$ cat src/common/pipeline_config.svh
`ifndef PIPELINE_CONFIG_SVH
`define PIPELINE_CONFIG_SVH

// ==================================================
// Datapath widths
// ==================================================

`define XLEN             64     // Data word and PC
`define REG_BITS         6      // Architectural register index

// ==================================================
// Branch predictor
// ==================================================

`define PRED_INDEX_BITS  6      // 64 table slots

// ==================================================
// Reorder buffer
// ==================================================

`define ROB_DEPTH        16
`define ROB_TAG_BITS     4      // log2 of ROB_DEPTH

`endif
$ cat src/common/pipeline_pkg.sv
`include "pipeline_config.svh"

package pipeline_pkg;

    // ==================================================
    // Scalar types
    // ==================================================

    typedef logic [`XLEN-1:0]         xlen_t;     // Data word or PC
    typedef logic [`REG_BITS-1:0]     reg_idx_t;  // Destination register
    typedef logic [`ROB_TAG_BITS-1:0] rob_tag_t;  // Reorder buffer slot

    // 2-bit saturating counter, upper bit is the prediction
    typedef enum logic [1:0] {
        strong_not_taken = 2'b00,
        weak_not_taken   = 2'b01,
        weak_taken       = 2'b10,
        strong_taken     = 2'b11
    } pred_counter_t;

    // ==================================================
    // Table entries
    // ==================================================

    // Tag is everything above the index and the byte offset
    typedef struct packed {
        logic                                valid;
        logic [`XLEN-`PRED_INDEX_BITS-3:0]   tag;
        xlen_t                               target;   // Last resolved target
        pred_counter_t                       counter;
    } pred_entry_t;

    typedef struct packed {
        logic     valid;    // Slot allocated
        logic     ready;    // Result written back
        xlen_t    pc;
        reg_idx_t rd;
        xlen_t    result;
    } rob_entry_t;

endpackage

$ cat src/reorder_buffer/reorder_buffer.sv
`timescale 1ns/1ps
`include "pipeline_config.svh"

module reorder_buffer (
    input  logic                   clk,
    input  logic                   rst_n,
    // Allocation, program order
    input  logic                   alloc_valid,
    input  pipeline_pkg::xlen_t    alloc_pc,
    input  pipeline_pkg::reg_idx_t alloc_rd,
    // Writeback, any order
    input  logic                   wb_valid,
    input  pipeline_pkg::rob_tag_t wb_tag,
    input  pipeline_pkg::xlen_t    wb_result,
    // Commit back-pressure
    input  logic                   commit_ready,
    output logic                   alloc_full,
    output pipeline_pkg::rob_tag_t alloc_tag,
    output logic                   rob_empty,
    output logic                   commit_valid,
    output pipeline_pkg::xlen_t    commit_pc,
    output pipeline_pkg::reg_idx_t commit_rd,
    output pipeline_pkg::xlen_t    commit_result
);
    import pipeline_pkg::*;

    localparam logic [`ROB_TAG_BITS:0] FULL_COUNT = `ROB_DEPTH;

    rob_entry_t entries [`ROB_DEPTH];

    rob_tag_t                head;    // Oldest entry
    rob_tag_t                tail;    // Next free slot
    logic [`ROB_TAG_BITS:0]  count;   // One extra bit so every slot is usable
    rob_entry_t              head_entry;
    logic                    do_alloc;
    logic                    do_commit;

    // Wrap at the depth, works for any depth
    function automatic rob_tag_t ptr_inc(rob_tag_t ptr);
        rob_tag_t nxt;
        if (ptr == rob_tag_t'(`ROB_DEPTH - 1)) begin
            nxt = '0;
        end else begin
            nxt = ptr + 1'b1;
        end
        return nxt;
    endfunction

    // ==================================================
    // Status and handshakes
    // ==================================================

    assign alloc_full = (count == FULL_COUNT);
    assign rob_empty  = (count == '0);
    assign alloc_tag  = tail;                   // Slot granted this cycle
    assign do_alloc   = alloc_valid && !alloc_full;

    // Only the head may retire
    assign head_entry    = entries[head];
    assign commit_valid  = head_entry.valid && head_entry.ready;
    assign commit_pc     = head_entry.pc;
    assign commit_rd     = head_entry.rd;
    assign commit_result = head_entry.result;
    assign do_commit     = commit_valid && commit_ready;

    // ==================================================
    // Pointers and occupancy
    // ==================================================

    always_ff @(posedge clk or negedge rst_n) begin
        if (!rst_n) begin
            head  <= '0;
            tail  <= '0;
            count <= '0;
        end else begin
            if (do_alloc) begin
                tail <= ptr_inc(tail);
            end
            if (do_commit) begin
                head <= ptr_inc(head);
            end
            case ({do_alloc, do_commit})
                2'b10:   count <= count + 1'b1;
                2'b01:   count <= count - 1'b1;
                default: count <= count;        // Both or neither
            endcase
        end
    end

    // ==================================================
    // Entry storage
    // ==================================================

    always_ff @(posedge clk or negedge rst_n) begin
        if (!rst_n) begin
            for (int i = 0; i < `ROB_DEPTH; i++) begin
                entries[i].valid <= 1'b0;
                entries[i].ready <= 1'b0;
            end
        end else begin
            if (do_alloc) begin
                entries[tail].valid <= 1'b1;
                entries[tail].ready <= 1'b0;
                entries[tail].pc    <= alloc_pc;
                entries[tail].rd    <= alloc_rd;
            end
            // Writeback by tag, ignored on a free slot
            if (wb_valid && entries[wb_tag].valid) begin
                entries[wb_tag].ready  <= 1'b1;
                entries[wb_tag].result <= wb_result;
            end
            if (do_commit) begin
                entries[head].valid <= 1'b0;
            end
        end
    end

endmodule

$ cat config.mk
export PLATFORM = sky130hd
export DESIGN_NAME = reorder_buffer
export DESIGN_NICKNAME = d
export VERILOG_FILES = /design/src/common/pipeline_pkg.sv /design/src/reorder_buffer/reorder_buffer.sv
export VERILOG_INCLUDE_DIRS = /design/src /design/src/common
export SDC_FILE = /design/constraint.sdc
export NUM_CORES = 2
export LEC_CHECK = 0
export BUFFER_PORTS_ARGS = -buffer_cell sky130_fd_sc_hd__buf_4
export CAP_MARGIN = 5
export CORE_UTILIZATION = 30
export CTS_CLUSTER_SIZE = 40
export DETAILED_ROUTE_END_ITERATION = 8
export PLACE_DENSITY = 0.51
export SYNTH_ARGS = -nofsm -noshare
export SYNTH_HDL_FRONTEND = slang
export SYNTH_SLANG_ARGS = --single-unit
$ cat constraint.sdc
create_clock -name clk -period 9.7 [get_ports clk]
set_input_delay 0.97 -clock clk [delete_from_list [all_inputs] [get_ports clk]]
set_output_delay 0.97 -clock clk [all_outputs]
set_load 0.1 [all_outputs]
==> impl_metrics.py <==
metrics = {
    "drt": {
        "postRouteAntennaNets": 0,
        "drtIter0Drc": 2983,
        "detail_route.vias_per_cell": 4.87,
        "drt_wl_total_mm": 208,
        "wl_per_cell_um": 27.5,
        "route.vias.total": 36900,
        "post-route-drc-count": 0,
        "firstDrtPassIters": 5,
    },
    "global_routing": {
        "number_of_antenna_violations_at_the_first_check_in_global_routing": 40,
        "overflow": 0,
        "grt_usage_pct": 14.9,
        "grt_max_degree": 124,
        "grt_first_pass_wirelength_mm": 298,
        "via_count_of_the_first_global_routing_pass": 39400,
    },
    "timing": {
        "final_period_minus_worst_setup_slack_ns": 5.69,
        "worst-slew-pin-transition_ns": 1.06,
        "fin_skew_ns": 0.0476,
        "final_hold_viol_count": 0,
        "rsz_0062_raised_after_global_routing": "false",
        "fin_setup_tns_ns": 0,
        "post-route-period-util_pct": 58.7,
        "worst_slew_margin_rel_pct": 29.5,
        "setup_viol": 0,
        "finalMaxSlewViolations": 0,
        "achievable-frequency_mhz": 176,
    },
    "min_path": {
        "holdCritPathClass": "in2async",
    },
    "setup_path": {
        "worstSetupStartpointType": "register",
        "crit_type": "reg2out",
        "crit_chain": "buf_4 > buf_4 > mux4_2 > mux4_2 > buf_4",
        "worstPathRequired_ns": 8.73,
        "reg2reg_setup_slack_ns": 5.29,
        "reg2reg_from": "count[1]",
        "arrival_ns": 4.72,
        "worst_path_max_delay_cell": "dfrtp_4",
        "worst-path-max-fanout": 54,
        "critical-path-max-stage-delay_ns": 0.92,
        "worstSetupEndpointType": "primary output",
        "r2r.worst_path.cells": 9,
        "worst_path_most_repeated_cell": "buf_4",
    },
    "final_layout": {
        "final_nets": 3851,
        "drive_gt1_share_pct": 36.6,
        "sequential_cell_area_sq_um": 65500,
        "area_occupied_by_multi_input_gates_sq_um": 16800,
        "layout.cell_area.non_filler_sq_um": 97300,
        "fillerInstances": 25200,
        "commonest_cells_after_routing_fill_and_taps_aside": "edfxtp_1, mux4_2, buf_4, clkbuf_16, clkinv_1",
        "syn_to_final_growth_pct": 17.4,
        "final_common_cell": "edfxtp_1",
    },
    "power": {
        "power.internal_mw": 18.6,
        "ir_worst_vdd_uv": 215,
        "seq_power_share_pct": 40.1,
        "clockPowerShare_pct": 32.0,
        "switching_share_pct": 31.9,
        "share_comb_of_total_power_pct": 27.9,
        "finalPower_mw": 27.3,
        "net-switching-power_mw": 8.72,
        "power-per-cell-area_nw_per_um2": 280,
        "p_leak_nw": 29.6,
    },
    "yosys": {
        "synthesis.area_per_instance_sq_um": 25.4,
        "synth-edff-count": 2144,
        "synth_seq_cells": 2189,
        "async_reset_ff_share_pct": 2.06,
        "synth_ff_type": "edfxtp_1",
        "synth.net_count": 3414,
        "synth.yosys.warnings": 0,
        "synth_sequential_area_ratio_pct": 79.0,
        "netlist_area_sq_um": 82900,
        "yosysUniqueCellTypes": 51,
        "syn-instance-count": 3259,
    },
    "run_status": {
        "status": "completed",
    },
    "placed_design": {
        "port-buffer-count": 283,
        "post_dp_cell_area_sq_um": 89900,
        "hpwlAfterDp_mm": 105,
        "routabilityCongestion": 0.722,
    },
    "floorplan": {
        "die_area_sq_um": 278000,
        "floorplan.initialDensity_pct": 30.2,
        "top_level_ports": 284,
        "floorplan.rows": 192,
        "core_region_area_sq_um": 274000,
        "die_y_um": 528,
        "die_w_um": 528,
    },
    "clocking": {
        "ctsRootBufferMaster": "clkbuf_16",
        "path_clk_slew_ns": 0.06,
        "postCtsResizedCells": 0,
        "cts_buffers": 234,
        "clkSinkCount": 2189,
        "htree_num_levels": 4,
        "cts_hold_buffers": 0,
        "ctsLongestPathBuffers": 4,
        "tritoncts": "yes",
        "cts.repair_timing.setup_buffer_count": 0,
        "clock_latency_at_the_later_pin_of_the_worst_skew_pair_ns": 0.89,
    },
    "job": {
        "timing.max_cap.violations": 0,
    },
}
[kinds of logic after synthesis]
group,Yosys count,share of synthesized area [%]
buffers and inverters,173,0.999
adder cells (fa/ha/maj),12,0.181
XOR/XNOR,7,0.0739
multiplexers,683,18.5
flip-flops,2189,79.0
AO/OA/AOI/OAI,70,0.558
AND/OR/NAND/NOR,125,0.690
[worst max-delay path: cells and delay by family, from the launching register on]
| kind | cells | cell delay [ns] |
|---|---|---|
| buf+inv | 3 | 1.77 |
| mux | 2 | 0.97 |
| flops | 1 | 0.92 |
[area by class of cell]
type                       count  area share, %
tap                         3686           4.74
antenna                        9         0.0231
multi-input combinational    897           17.3
clock buffer                 271           6.18
timing repair buffer         366           2.95
sequential                  2189           67.3
clock inverter               149           1.47
inverter                       8         0.0437
[Yosys cell counts, types with 3 or more instances]
cell	instances	area share (%)
a21oi_1	21	0.13
a31oi_1	15	0.11
buf_1	27	0.12
buf_2	61	0.37
buf_4	14	0.13
buf_6	6	0.081
clkbuf_1	57	0.26
dfrtp_1	45	1.4
edfxtp_1	2144	78
ha_1	12	0.18
inv_1	5	0.023
mux4_2	679	18
nand2_1	53	0.24
nand3_1	7	0.042
nand3b_1	4	0.036
nor2_1	41	0.19
nor2b_1	4	0.030
o21ai_0	7	0.042
o2bb2ai_1	12	0.13
xnor2_1	3	0.032
xor2_1	4	0.042
[layer usage]
metal | track usage [%] | share of wire, %
met1 | 19.4 | 42
met2 | 24.1 | 48
met3 | 4.75 | 7.7
met4 | 3.50 | 2.0
met5 | 0 | 0.19
[per-stage QoR]
stage | util [%] | hold WS [ns] | worst slack, ns | instances
6_report | 35.5 | 0.136 | 4.01 | 7575
5_1_grt | 35.5 | 0.137 | 3.77 | 7570
4_1_cts | 35.5 | 0.0757 | 3.79 | 7566
3_5_place_dp | 32.8 | 0.473 | 4.77 | 7146
3_3_place_gp | 32.8 | 0.484 | 4.77 | 7146
2_1_floorplan | - | 0.448 | 4.52 | 3259
[power groups by stage]
stage               clock, mW  sequential (mW)  combinational [mW]
finish                   8.74             10.9                7.61
CTS                      8.96             10.9                7.77
global route             9.29             11.0                8.05
global placement            0             11.1                7.76
detailed placement          0             11.1                7.76
floorplan                   0             11.1                5.85
[how the worst max path moves through the flow]
stage,slack [ns],end,from,cells past startpoint
3_3_place_gp,4.77,commit_pc[46],head[1],5
2_1_floorplan,4.52,register,alloc_valid,5
6_report,4.01,commit_pc[55],head[1],5
5_1_grt,3.77,commit_pc[55],head[1],5
4_1_cts,3.79,commit_pc[46],head[1],5
3_5_place_dp,4.77,commit_pc[46],head[1],5
No activity file was read; power rests on OpenSTA's default activity.
